[config.mk]
export PLATFORM = sky130hd
export DESIGN_NAME = byteToWord
export DESIGN_NICKNAME = d
export VERILOG_FILES = /design/src/rtl/packPkg.sv /design/src/rtl/widthDecode.sv /design/src/rtl/bytePacker.sv /design/src/rtl/wordLatch.sv /design/src/rtl/byteToWord.sv
export SDC_FILE = /design/constraint.sdc
export NUM_CORES = 1
export LEC_CHECK = 0
export BUFFER_PORTS_ARGS = -buffer_cell sky130_fd_sc_hd__buf_4
export CAP_MARGIN = 20
export CORE_UTILIZATION = 30
export DETAILED_ROUTE_END_ITERATION = 10
export PLACE_DENSITY = 0.54
export SLEW_MARGIN = 20
export SYNTH_ARGS = -nofsm -noshare
export SYNTH_HDL_FRONTEND = slang
export SYNTH_HIERARCHICAL = 1
export SYNTH_SLANG_ARGS = --single-unit
[constraint.sdc]
create_clock -name clk8 -period 3.6 [get_ports clk8]
set_clock_uncertainty 0.1 [all_clocks]
set_input_delay 0.72 -clock clk8 [delete_from_list [all_inputs] [get_ports clk8]]
set_output_delay 0.72 -clock clk8 [all_outputs]
set_load 0.005 [all_outputs]
[src/rtl/packPkg.sv]
package packPkg;

  // stream and output widths
  typedef logic [7:0]  byteT;     // one byte of the serial stream
  typedef logic [15:0] half16T;   // 16-bit output word
  typedef logic [31:0] word32T;   // 32-bit output word, also the assembly register

  // raw select as it arrives on the port
  // 00 and 11 give 8 bits, 01 gives 16 bits, 10 gives 32 bits
  typedef logic [1:0] widthSelT;

  // byte index inside the word being built
  typedef logic [1:0] byteCountT;

  // decoded width, shared by decode, packer and latch
  typedef enum logic [1:0] {
    MODE8  = 2'd0,
    MODE16 = 2'd1,
    MODE32 = 2'd2
  } packModeE;

  // completed word handed from packer to latch
  // data is right-aligned, bits above the mode width are zero
  typedef struct packed {
    packModeE mode;   // width this word was assembled with
    word32T   data;   // assembled bytes, first byte most significant
  } packWordS;        // 34 bits

  // index of the last byte of a word per mode
  localparam byteCountT LAST8  = 2'd0;
  localparam byteCountT LAST16 = 2'd1;
  localparam byteCountT LAST32 = 2'd3;

  // raw select codes
  localparam widthSelT SEL8A  = 2'b00;
  localparam widthSelT SEL16  = 2'b01;
  localparam widthSelT SEL32  = 2'b10;
  localparam widthSelT SEL8B  = 2'b11;

endpackage

[src/rtl/widthDecode.sv]
module widthDecode import packPkg::*; (
  input  logic     clk8,
  input  logic     rst,
  input  widthSelT dataS,    // raw width select from the port
  input  logic     wordEnd,  // from packer, safe point to switch width
  output packModeE mode      // width used for the word under assembly
);

  packModeE selMode;  // combinational decode of dataS

  // map the two-bit select onto the three widths
  // both 00 and 11 fall back to byte mode
  always_comb begin
    case (dataS)
      SEL16:   selMode = MODE16;
      SEL32:   selMode = MODE32;
      SEL8A:   selMode = MODE8;
      SEL8B:   selMode = MODE8;
      default: selMode = MODE8;  // x on the select, stay in byte mode
    endcase
  end

  // active width only moves at a word boundary,
  // so a word in progress never sees a new select
  always_ff @(posedge clk8) begin
    if (rst) begin
      mode <= MODE8;         // byte mode out of reset
    end else if (wordEnd) begin
      mode <= selMode;       // boundary, take the new width
    end
  end

  // note that while the stream is idle and no word is open,
  // wordEnd stays high and mode follows dataS with one cycle lag,
  // which gives the first byte after a boundary the new width

endmodule

[src/rtl/bytePacker.sv]
module bytePacker import packPkg::*; (
  input  logic     clk8,
  input  logic     rst,
  input  logic     enb,      // byte strobe, one byte per cycle when high
  input  byteT     dataIn,   // serial byte
  input  packModeE mode,     // active width from decode
  output logic     wordEnd,  // boundary, decode may load a new width
  output logic     done,     // one-cycle pulse with a finished word
  output packWordS word      // finished word and its width
);

  byteCountT count;      // index of the next byte inside the word
  logic      wordOpen;   // at least one byte of a word has been taken
  word32T    asmReg;     // word under assembly, right-aligned
  word32T    asmNext;    // asmReg with the current byte shifted in
  byteCountT lastIdx;    // last byte index for the active width
  logic      isLast;     // current byte closes the word

  // last index depends only on the active width
  always_comb begin
    case (mode)
      MODE16:  lastIdx = LAST16;
      MODE32:  lastIdx = LAST32;
      default: lastIdx = LAST8;
    endcase
  end

  assign isLast = (count == lastIdx);

  // shift left by one byte and drop the new one in at the bottom
  // first byte of a word starts from zero so older bytes never leak in
  always_comb begin
    if (count == '0) begin
      asmNext = {24'd0, dataIn};
    end else begin
      asmNext = {asmReg[23:0], dataIn};
    end
  end

  // boundary: last byte accepted now, or idle with no word open
  // an idle cycle inside a word keeps the width frozen
  assign wordEnd = enb ? isLast : ~wordOpen;

  // control state: count, open flag, done pulse
  always_ff @(posedge clk8) begin
    if (rst) begin
      count    <= '0;
      wordOpen <= 1'b0;
      done     <= 1'b0;
    end else begin
      done <= enb & isLast;        // pulse for exactly one cycle
      if (enb) begin
        if (isLast) begin
          count    <= '0;          // word closed, restart at byte 0
          wordOpen <= 1'b0;
        end else begin
          count    <= count + 2'd1;
          wordOpen <= 1'b1;        // more bytes to come
        end
      end
    end
  end

  // payload path, enb low holds everything
  always_ff @(posedge clk8) begin
    if (enb) begin
      asmReg <= asmNext;
      if (isLast) begin
        word.mode <= mode;         // tag with the width it was built in
        word.data <= asmNext;      // visible with done in the next cycle
      end
    end
  end

endmodule

[src/rtl/wordLatch.sv]
module wordLatch import packPkg::*; (
  input  logic     clk8,
  input  logic     rst,
  input  logic     done,       // finished word from the packer
  input  packWordS word,
  output byteT     dataOut,    // last 8-bit word
  output half16T   dataOut16,  // last 16-bit word
  output word32T   dataOut32,  // last 32-bit word
  output logic     valid8,     // one-cycle pulse per new 8-bit word
  output logic     valid16,
  output logic     valid32
);

  // only the port of the word's own width is written,
  // the other two hold their last values
  always_ff @(posedge clk8) begin
    if (rst) begin
      dataOut   <= '0;
      dataOut16 <= '0;
      dataOut32 <= '0;
      valid8    <= 1'b0;
      valid16   <= 1'b0;
      valid32   <= 1'b0;
    end else begin
      valid8  <= 1'b0;    // pulses drop unless a word lands now
      valid16 <= 1'b0;
      valid32 <= 1'b0;
      if (done) begin
        case (word.mode)
          MODE16: begin
            dataOut16 <= word.data[15:0];  // low half, data is right-aligned
            valid16   <= 1'b1;
          end
          MODE32: begin
            dataOut32 <= word.data;
            valid32   <= 1'b1;
          end
          default: begin
            dataOut <= word.data[7:0];     // byte mode
            valid8  <= 1'b1;
          end
        endcase
      end
    end
  end

endmodule

[src/rtl/byteToWord.sv]
module byteToWord import packPkg::*; (
  input  logic     clk8,
  input  logic     rst,
  input  logic     enb,        // byte strobe
  input  byteT     dataIn,     // serial byte stream
  input  widthSelT dataS,      // width select, applied at word boundaries
  output byteT     dataOut,    // 8-bit result
  output half16T   dataOut16,  // 16-bit result
  output word32T   dataOut32,  // 32-bit result
  output logic     valid8,
  output logic     valid16,
  output logic     valid32
);

  packModeE mode;      // active width
  logic     wordEnd;   // boundary back from the packer
  logic     done;      // word finished
  packWordS word;      // finished word with its width

  // width select, frozen while a word is open
  widthDecode u_widthDecode (
    .clk8    (clk8),
    .rst     (rst),
    .dataS   (dataS),
    .wordEnd (wordEnd),
    .mode    (mode)
  );

  // byte assembly
  bytePacker u_bytePacker (
    .clk8    (clk8),
    .rst     (rst),
    .enb     (enb),
    .dataIn  (dataIn),
    .mode    (mode),
    .wordEnd (wordEnd),
    .done    (done),
    .word    (word)
  );

  // per-width output registers and valid pulses
  wordLatch u_wordLatch (
    .clk8      (clk8),
    .rst       (rst),
    .done      (done),
    .word      (word),
    .dataOut   (dataOut),
    .dataOut16 (dataOut16),
    .dataOut32 (dataOut32),
    .valid8    (valid8),
    .valid16   (valid16),
    .valid32   (valid32)
  );

endmodule

* After elaboration in Yosys (flattened, before gate mapping)
Cells that the tools add are included.
Word-level totals: register bits 123, input bits 13, output and inout port bits 59, word-level logic and storage cells 44
Cells by class: add/sub/neg operators 1, eq/ne operators 8, mux-type cells 9, bitwise operators 4, reduce and logical (&&, ||, !) cells 9
Operators with widths (count):
- 2-to-1 mux 32 bit | 1
- == test 2 bit, second input constant | 4
- AND reduction 2 bit | 4
- == test 2 x 1 -> 1 bit, second input constant | 3
- one-hot mux 2 bit (3 select lines) | 1
- OR reduction 2 bit | 3
- 2-to-1 mux 1 bit | 5
- zero test 2 bit | 2
- one-hot mux 2 bit (2 select lines) | 1
- NOT 1 bit | 3
- adder 2 x 1 -> 2 bit, second input constant | 1
- == test 2 bit | 1
- 2-to-1 mux 2 bit | 1
- AND 1 bit | 1

* Logic depth before layout (Yosys ltp)
Gate-level depths: netlist of the first run.
depth in word-level cells 4, gate-level depth with buffers 7, mapped depth without buffers 7

* By module
Netlist of the first run, hierarchy kept.
By module, submodules not included:
- wordLatch | instances 1, cells each 236, area an instance 2459.9 sq um, sequential area each 1181.1 sq um
- bytePacker | instances 1, cells each 109, area an instance 2113.3 sq um, sequential area each 1821.7 sq um
- widthDecode | instances 1, cells each 8, area an instance 77.6 sq um, sequential area each 40.0 sq um

* Least setup slack after synthesis of the first run
Ideal clock, no wire load.
path kind register to register, from register u_widthDecode.mode[0], to register, netlist name u_bytePacker/word[0], setup time 389 ps, arrival time 1701 ps, data required time 3111 ps, setup slack 1410 ps, cell stages (with the launch flop) 6, buffers on the path 0, period minus slack after synthesis 2190 ps, cell sequence dfxtp_1 inv_1 ha_1 xor2_1 nand3_1 inv_1
On the way: cells in the longest elaborated chain, start to end 4, elaborated cells on any way between the ends 5, classes of those cells eq/ne: 3; mux: 1; reduce/logical: 1
Ends and longest elaborated chain:
- start: declaration | RTL line widthDecode.sv:6 | output packModeE mode
- start signal: assignment | RTL line widthDecode.sv:29 | mode <= selMode;
- == test 2 bit or == test 2 x 1 -> 1 bit (tied branches) | RTL line bytePacker.sv:21 | case (mode)
- one-hot mux 2 bit (2 select lines) * | RTL line bytePacker.sv:21
- == test 2 bit * | RTL line bytePacker.sv:28 | assign isLast = (count == lastIdx);
- AND reduction 2 bit (no source line) *
Mark *: on every way between the ends. The rest lies on a longest branch, timed or not. A chain may end at the register's enable or synchronous reset.

* Worst setup path after layout of the first run
from register u_widthDecode.mode[0], to register, netlist name u_bytePacker/word[8]
On the way: cells in the longest elaborated chain, start to end 4, elaborated cells on any way between the ends 5, classes of those cells eq/ne: 3; mux: 1; reduce/logical: 1
Ends and longest elaborated chain (RTL line):
- == test 2 bit or == test 2 x 1 -> 1 bit (tied branches) | bytePacker.sv:21
- one-hot mux 2 bit (2 select lines) * | bytePacker.sv:21
- == test 2 bit * | bytePacker.sv:28
- AND reduction 2 bit (no source line) *
Marked as above.

==> implementation parameters, run 1 <==
Parameter                              Value

Status
  Status    finished, final reports clean

Global route
  Vias in the first global route    2,721
  Wire length of the first global-routing pass    14.0 mm
  Pin count of the biggest net entering global routing    82
  Global router's overall resource usage    11.7%
  Initial antenna violation count    0
  Remaining global-route overflow    0

Floorplan
  Die height    127 um
  Effective utilization at floorplan    30.7%
  Die ar.    16,000 sq um
  X dimension of the die    127 um
  Num ports    72
  Cell Rows    45
  Core region area    15,100 sq um

Place
  IO buf count    71
  Routability cong.    0.696
  Detailed-placement wirelength estimate    5.72 mm
  Placed cell area    5320 sq um

Timing
  Worst slew pin tran    0.876 ns
  Max Transition Viols Final    0
  F_max    484 MHz
  Count of endpoints failing setup in the final report    0
  Final critical-path required period    2.06 ns
  Post-route fraction of the period consumed by the critical path    57.4%
  Setup tns final    0 ns
  Slew Limit Headroom    41.6%
  Final-report hold violation count    0
  Setup repair after global routing missed its margin    no

Power and ir drop
  Peak supply drop    0.392 mV
  Static leakage    0.00238 uW
  Power per Cell Area    590 nW/um^2

Worst hold path
  Beginning of the worst hold path    u_widthDecode/mode[0]
  Hold WC Path Type    reg2reg

Job
  Max-capacitance violation count    0

Finish
  Synthesis-to-finish area growth    26.6%
  Area used by multi-input combinational logic    1460 sq um
  End-of-flow core utilization    38.9%
  Area used by sequential logic in the layout    3040 sq um
  Most common cell after layout, fill and taps aside    sky130_fd_sc_hd__buf_4
  Final nets    442
  Layout cells sized above 1    27.7%
  Summed area of non-filler cells in the final layout    5890 sq um
  Number of antenna repair diodes    0
  Leading cell types in the layout, fill and taps excluded    sky130_fd_sc_hd__buf_4, sky130_fd_sc_hd__dfxtp_1, sky130_fd_sc_hd__edfxtp_1, sky130_fd_sc_hd__nand2b_1, sky130_fd_sc_hd__mux2i_1
  Filler cell count in the final layout    1,462

Detailed routing
  Post-route DRC violation count    0
  Antenna-violating nets left    0
  Iteration-0 DRC count of the detailed router    125
  Number of detailed-routing iterations run before antenna repair    4
  Total detailed-routing wirelength    8.76 mm
  Vias per Instance    4.39
  Routed len/inst    14.0 um
  Routed vias    2,744

Setup path
  Max Fanout on Critical Path    35
  Data arrival time of the critical path    2.01 ns
  Count of buffering cells on the critical path with inverters included    3
  Data required, critical path    3.55 ns
  Start of the worst register-to-register path    u_widthDecode/mode[0]
  Slowest cell on crit path    sky130_fd_sc_hd__buf_4
  Worst setup path class    reg2reg
  Critical Path Start Type    flop
  Delay-heaviest family, CP    buffers and inverters
  Cell-by-cell listing of the critical path    inv_1, ha_1, xor2_1, nand3_1, inv_1, buf_4
  Cell repeated most along the worst path    sky130_fd_sc_hd__inv_1
  Crit path launch    u_widthDecode/mode[0]
  Largest stage delay, worst path    0.41 ns
  Endpoint class of the critical path    flop

Synth
  Ys Warns    6
  Synth Register Bits    123
  Post-synth top flop    sky130_fd_sc_hd__dfxtp_1
  Sequential fraction of the synthesis area    65.4%
  Number of enable flip-flop cells after synthesis    58
  Proportion of register bits with asynchronous set or reset after synthesis    0%
  Mean instance size in the synthesized netlist    13.2 sq um
  Gate count of the mapped netlist    353
  Post-Synthesis Cell Area    4650 sq um
  Synth unique cells    30
  Syn nets    371

Clocking
  CTS max path bufs    2
  Number of clock sinks    123
  Postcts setup bufs    0
  Buffer cell driving the clock tree root    sky130_fd_sc_hd__clkbuf_16
  Clock latency at the later pin of the worst-skew pair    0.41 ns
  Clock-pin transition on the worst setup and hold timing paths    0.05 ns
  Total clock buffers created by CTS    17
  CTS tree    built
  CTS H-tree lvls    4
  Hold Buf Count CTS    0
  Number of gates given a new drive strength after cts    0
-- cells by family (layout without fill, tap and decap cells) --
family,Yosys count,in the layout,synth area share [%]
compound gates,39,39,6.27
xor+xnor,2,2,0.377
fa+ha+maj,5,5,1.35
buf+inv,29,113,3.20
flops,123,123,65.4
mux,40,40,8.61
simple gates,115,115,14.8
-- cells in the mapped netlist, types with 2 or more instances --
cell type,count,area share [%]
sky130_fd_sc_hd__dfxtp_1,65,28
sky130_fd_sc_hd__edfxtp_1,58,37
sky130_fd_sc_hd__nand2b_1,58,7.8
sky130_fd_sc_hd__mux2i_1,40,8.6
sky130_fd_sc_hd__nor2b_1,24,3.2
sky130_fd_sc_hd__a21oi_1,18,1.9
sky130_fd_sc_hd__nand3_1,17,1.8
sky130_fd_sc_hd__a21bo_2,16,3.4
sky130_fd_sc_hd__clkbuf_1,9,0.73
sky130_fd_sc_hd__buf_2,8,0.86
sky130_fd_sc_hd__inv_1,7,0.57
sky130_fd_sc_hd__ha_1,5,1.3
sky130_fd_sc_hd__nor2_1,5,0.40
sky130_fd_sc_hd__buf_6,3,0.73
sky130_fd_sc_hd__buf_4,2,0.32
sky130_fd_sc_hd__nand2_1,2,0.16
sky130_fd_sc_hd__nand2_2,2,0.27
sky130_fd_sc_hd__nand3b_1,2,0.32
-- path summary, 6_finish.rpt --
| check | slack [ns] | cells after the start | to |
|---|---|---|---|
| max | 1.54 | 6 | u_bytePacker/word[8] |
| min | 0.36 | 0 | u_bytePacker/word[32] |
| max reg2reg | 1.54 | 6 | u_bytePacker/word[8] |
| min reg2reg | 0.36 | 0 | u_bytePacker/word[32] |
-- area by class of cell --
class | count | area share [%]
Clock buffer | 23 | 8.48
Clock inverter | 9 | 1.17
Inverter | 7 | 0.446
Multi-Input combinational cell | 201 | 24.8
Sequential cell | 123 | 51.7
Tap cell | 188 | 4.00
Timing Repair Buffer | 74 | 9.44
-- metrics by stage --
| step | setup slack (ns) | total power [uW] | instances | hold slack [ns] |
|---|---|---|---|---|
| global route | 1.37 | 3620 | 625 | 0.370 |
| detailed placement | 1.38 | 1910 | 593 | 0.357 |
| floorplan | 1.41 | 1800 | 353 | 0.331 |
| finish | 1.54 | 3470 | 625 | 0.361 |
| global placement | 1.40 | 1900 | 593 | 0.350 |
| CTS | 1.51 | 3520 | 625 | 0.370 |
-- sequential cells by signal, summed over array words and instances (netlist names) --
register               count
u_wordLatch/dataOut32     32
u_wordLatch/dataOut16     16
u_bytePacker/word         34
u_bytePacker/asmReg       24
u_wordLatch/valid32        1
u_bytePacker/wordOpen      1
u_bytePacker/count         2
u_wordLatch/dataOut        8
u_wordLatch/valid16        1
u_widthDecode/mode         2
u_bytePacker/done          1
u_wordLatch/valid8         1
-- routing by layer --
layer	vias to the layer above	global-route usage, %	routed length, um
li1	1369	-	-
met1	1320	14.8	4200
met2	48	17.8	4160
met3	7	4.22	303
met4	0	5.74	102
met5	-	0	0
-- power by group --
part / total [uW] / internal, uW / switching (uW)
combinational: 253 / 103 / 150
sequential: 1620 / 1580 / 38.5
clock: 1600 / 1030 / 570
total: 3470 / 2720 / 759
No activity file was read; power rests on OpenSTA's default activity.
==> inputs of run 2 (changes only) <==
--- a/config.mk
+++ b/config.mk
@@ -9,7 +9,7 @@
 export CAP_MARGIN = 20
 export CORE_UTILIZATION = 30
 export DETAILED_ROUTE_END_ITERATION = 10
-export PLACE_DENSITY = 0.54
+export PLACE_DENSITY = 0.55
 export SLEW_MARGIN = 20
 export SYNTH_ARGS = -nofsm -noshare
 export SYNTH_HDL_FRONTEND = slang
==> constraint.sdc (replaced) <==
create_clock -name clk8 -period 1.7 [get_ports clk8]
set_clock_uncertainty 0.1 [all_clocks]
set_input_delay 0.34 -clock clk8 [delete_from_list [all_inputs] [get_ports clk8]]
set_output_delay 0.34 -clock clk8 [all_outputs]
set_load 0.005 [all_outputs]
==> run 2 against run 1 <==
First-iteration DRC count decreased by 8.8%. Setup slack got worse by 1.5 ns. Critical path depth unchanged. Cell area increased by 3.3%. Via count increased by 2.8%. Sequential share of layout area decreased by 1.6 points. Wire length increased by 4.8%. Clock power increased by 110%. Combinational power increased by 150%. Cell count increased by 2.6%. Worst hold slack got worse by 0.33 ns. Critical endpoint is now u_bytePacker/word[26]. Largest cell class unchanged.
==> implementation parameters, run 2 (synthesized netlist as in run 1, its figures left out) <==
Parameter                              Value

Finish
  Registers with the most flip-flops    u_bytePacker/word: 34 flops, u_wordLatch/dataOut32: 32 flops, u_bytePacker/asmReg: 24 flops
  Top reg by flops    u_bytePacker/word
  Layout cells sized above 1    30.0% (+2.3 points)
  Final nets    458 (+3.6%)
  Number of antenna repair diodes    0 (unchanged)
  Filler cell count in the final layout    1,427 (-2.4%)
  Synthesis-to-finish area growth    30.7%
  Most common cell after layout, fill and taps aside    sky130_fd_sc_hd__buf_4
  Flip-flop count of the largest register after layout    34 (unchanged)
  Count of placed standard cells in the final layout, fillers left out    641 (+2.6%)
  Leading cell types in the layout, fill and taps excluded    sky130_fd_sc_hd__buf_4, sky130_fd_sc_hd__dfxtp_1, sky130_fd_sc_hd__edfxtp_1, sky130_fd_sc_hd__nand2b_1, sky130_fd_sc_hd__mux2i_1

Place
  Routability cong.    0.676 (-2.9%)
  Detailed-placement wirelength estimate    6.27 mm (+9.5%)
  Number of placed instances, taps included    603 (+1.7%)
  IO buf count    71 (unchanged)

Detailed routing
  Iteration-0 DRC count of the detailed router    114 (-8.8%)
  Post-route DRC violation count    0 (unchanged)
  Routed len/inst    14.3 um (+2.2%)
  Number of detailed-routing iterations run before antenna repair    4 (unchanged)
  Total detailed-routing wirelength    9.18 mm (+4.8%)
  Vias per Instance    4.40 (+0.28%)
  Routed vias    2,822 (+2.8%)
  Antenna-violating nets left    0 (unchanged)

Global route
  Remaining global-route overflow    0 (unchanged)
  Wire length of the first global-routing pass    14.6 mm (+4.4%)
  Pin count of the biggest net entering global routing    37 (-55%)
  Initial antenna violation count    0 (unchanged)
  Global router's overall resource usage    12.1% (+0.42 points)
  Vias in the first global route    2,911 (+7.0%)

Timing
  F_max    594 MHz (+23%)
  Count of endpoints failing setup in the final report    0 (unchanged)
  Slew Limit Headroom    77.3% (+36 points)
  Setup repair after global routing missed its margin    yes
  Setup tns final    0 ns (unchanged)
  Post-route fraction of the period consumed by the critical path    99.0% (+42 points)
  Max Transition Viols Final    0 (unchanged)
  Worst slew pin tran    0.340 ns (-0.536 ns)
  Final-report hold violation count    0 (unchanged)
  Final critical-path required period    1.68 ns (-0.382 ns)

Clocking
  Postcts setup bufs    0 (unchanged)
  CTS H-tree lvls    4 (unchanged)
  Number of clock sinks    123 (unchanged)
  Clock latency at the later pin of the worst-skew pair    0.41 ns (about the same)
  CTS tree    built
  Buffer cell driving the clock tree root    sky130_fd_sc_hd__clkbuf_16
  Total clock buffers created by CTS    17 (unchanged)
  Clock-pin transition on the worst setup and hold timing paths    0.05 ns (about the same)
  CTS max path bufs    2 (unchanged)

Floorplan
  Cell Rows    45 (unchanged)
  Num ports    72 (unchanged)
  X dimension of the die    127 um (unchanged)
  Die ar.    16,000 sq um (unchanged)
  Effective utilization at floorplan    30.7% (unchanged)
  Core region area    15,100 sq um (unchanged)
  Die height    127 um (unchanged)

Setup path
  Endpoint class of the critical path    flop
  Data arrival time of the critical path    1.69 ns (-0.32 ns)
  Critical Path Start Type    flop
  Worst setup path class    reg2reg
  Max Fanout on Critical Path    21 (-40%)
  Data required, critical path    1.71 ns (-1.84 ns)
  Reg2reg setup slack    0.02 ns (-1.52 ns)

Job
  Max-capacitance violation count    0 (unchanged)

Power and ir drop
  Power per Cell Area    1220 nW/um^2 (+110%)
  Peak supply drop    0.717 mV (+83%)
  Static leakage    0.00246 uW (+3.2%)

Worst hold path
  Hold WC Path Type    in2reg

Status
  Status    finished, final reports clean
-- run 2: cell types whose count changed in the layout (fill, tap and decap cells not counted), moves of 2 or more --
| cell | change |
|---|---|
| sky130_fd_sc_hd__dfxtp_2 | +2 |
| sky130_fd_sc_hd__clkbuf_8 | -2 |
| sky130_fd_sc_hd__inv_1 | -2 |
| sky130_fd_sc_hd__buf_12 | +2 |
| sky130_fd_sc_hd__dlygate4sd3_1 | +6 |
| sky130_fd_sc_hd__dfxtp_1 | -2 |
| sky130_fd_sc_hd__buf_4 | +7 |
-- run 2: layout make-up --
cell class / count / area, sq um / share of cell area, %
Inverter: 7 / 30.0 / 0.494
Clock inverter: 11 / 103 / 1.69
Tap cell: 188 / 235 / 3.87
Multi-Input combinational cell: 201 / 1500 / 24.6
Sequential cell: 123 / 3050 / 50.1
Timing Repair Buffer: 90 / 719 / 11.8
Clock buffer: 21 / 450 / 7.41
-- run 2: stage by stage --
step	util, %	power [uW]	hold slack [ns]	instance area, sq um	setup WS, ns
2_1_floorplan	-	3830	0.302	4680	-0.0894
3_3_place_gp	36.0	4080	0.337	5450	0.0510
3_5_place_dp	36.0	4100	0.344	5450	0.0277
4_1_cts	40.0	7510	0.00137	6060	0.00941
5_1_grt	40.1	7690	0.00846	6080	-0.0444
6_report	40.1	7410	0.0296	6080	0.0176
-- run 2: worst paths after layout --
path / startpoint / end / depth (start not counted)
setup / recovery: u_widthDecode/mode[0] / u_bytePacker/word[26] / 6
hold / removal: dataIn[6] / u_bytePacker/asmReg[6] / 1
setup reg to reg: u_widthDecode/mode[0] / u_bytePacker/word[26] / 6
hold reg to reg: u_widthDecode/mode[0] / u_bytePacker/word[32] / 0
-- run 2: power breakdown --
part	internal (uW)	leakage [uW]	total [uW]	switching [uW]
sequential	3350	0.00110	3430	85.8
combinational	280	0.00108	623	343
clock	2160	0.000271	3360	1200
total	5780	0.00246	7410	1630
-- run 2: critical path: stages (launching register included) --
cell	delay (ns)
sky130_fd_sc_hd__dfxtp_2	0.34
sky130_fd_sc_hd__inv_2	0.05
sky130_fd_sc_hd__ha_4	0.29
sky130_fd_sc_hd__xor2_4	0.18
sky130_fd_sc_hd__nand3_2	0.13
sky130_fd_sc_hd__clkinvlp_4	0.13
sky130_fd_sc_hd__buf_12	0.17
-- run 2: metal layers --
metal  part of all wire [%]  up-vias  track usage, %
li1                       -     1393               -
met3                    4.0       11            4.22
met1                     47     1357            14.8
met2                     48       61            19.4
met5                      0        -               0
met4                    1.4        0            5.39
-- run 2: what timing repair did --
| item | CTS | global route |
|---|---|---|
| gates resized for setup | 0 | 3 |
| hold buffers | 6 | 0 |
| setup endpoints to repair | 0 | 36 |
| endpoints found under the hold margin | 11 | 0 |
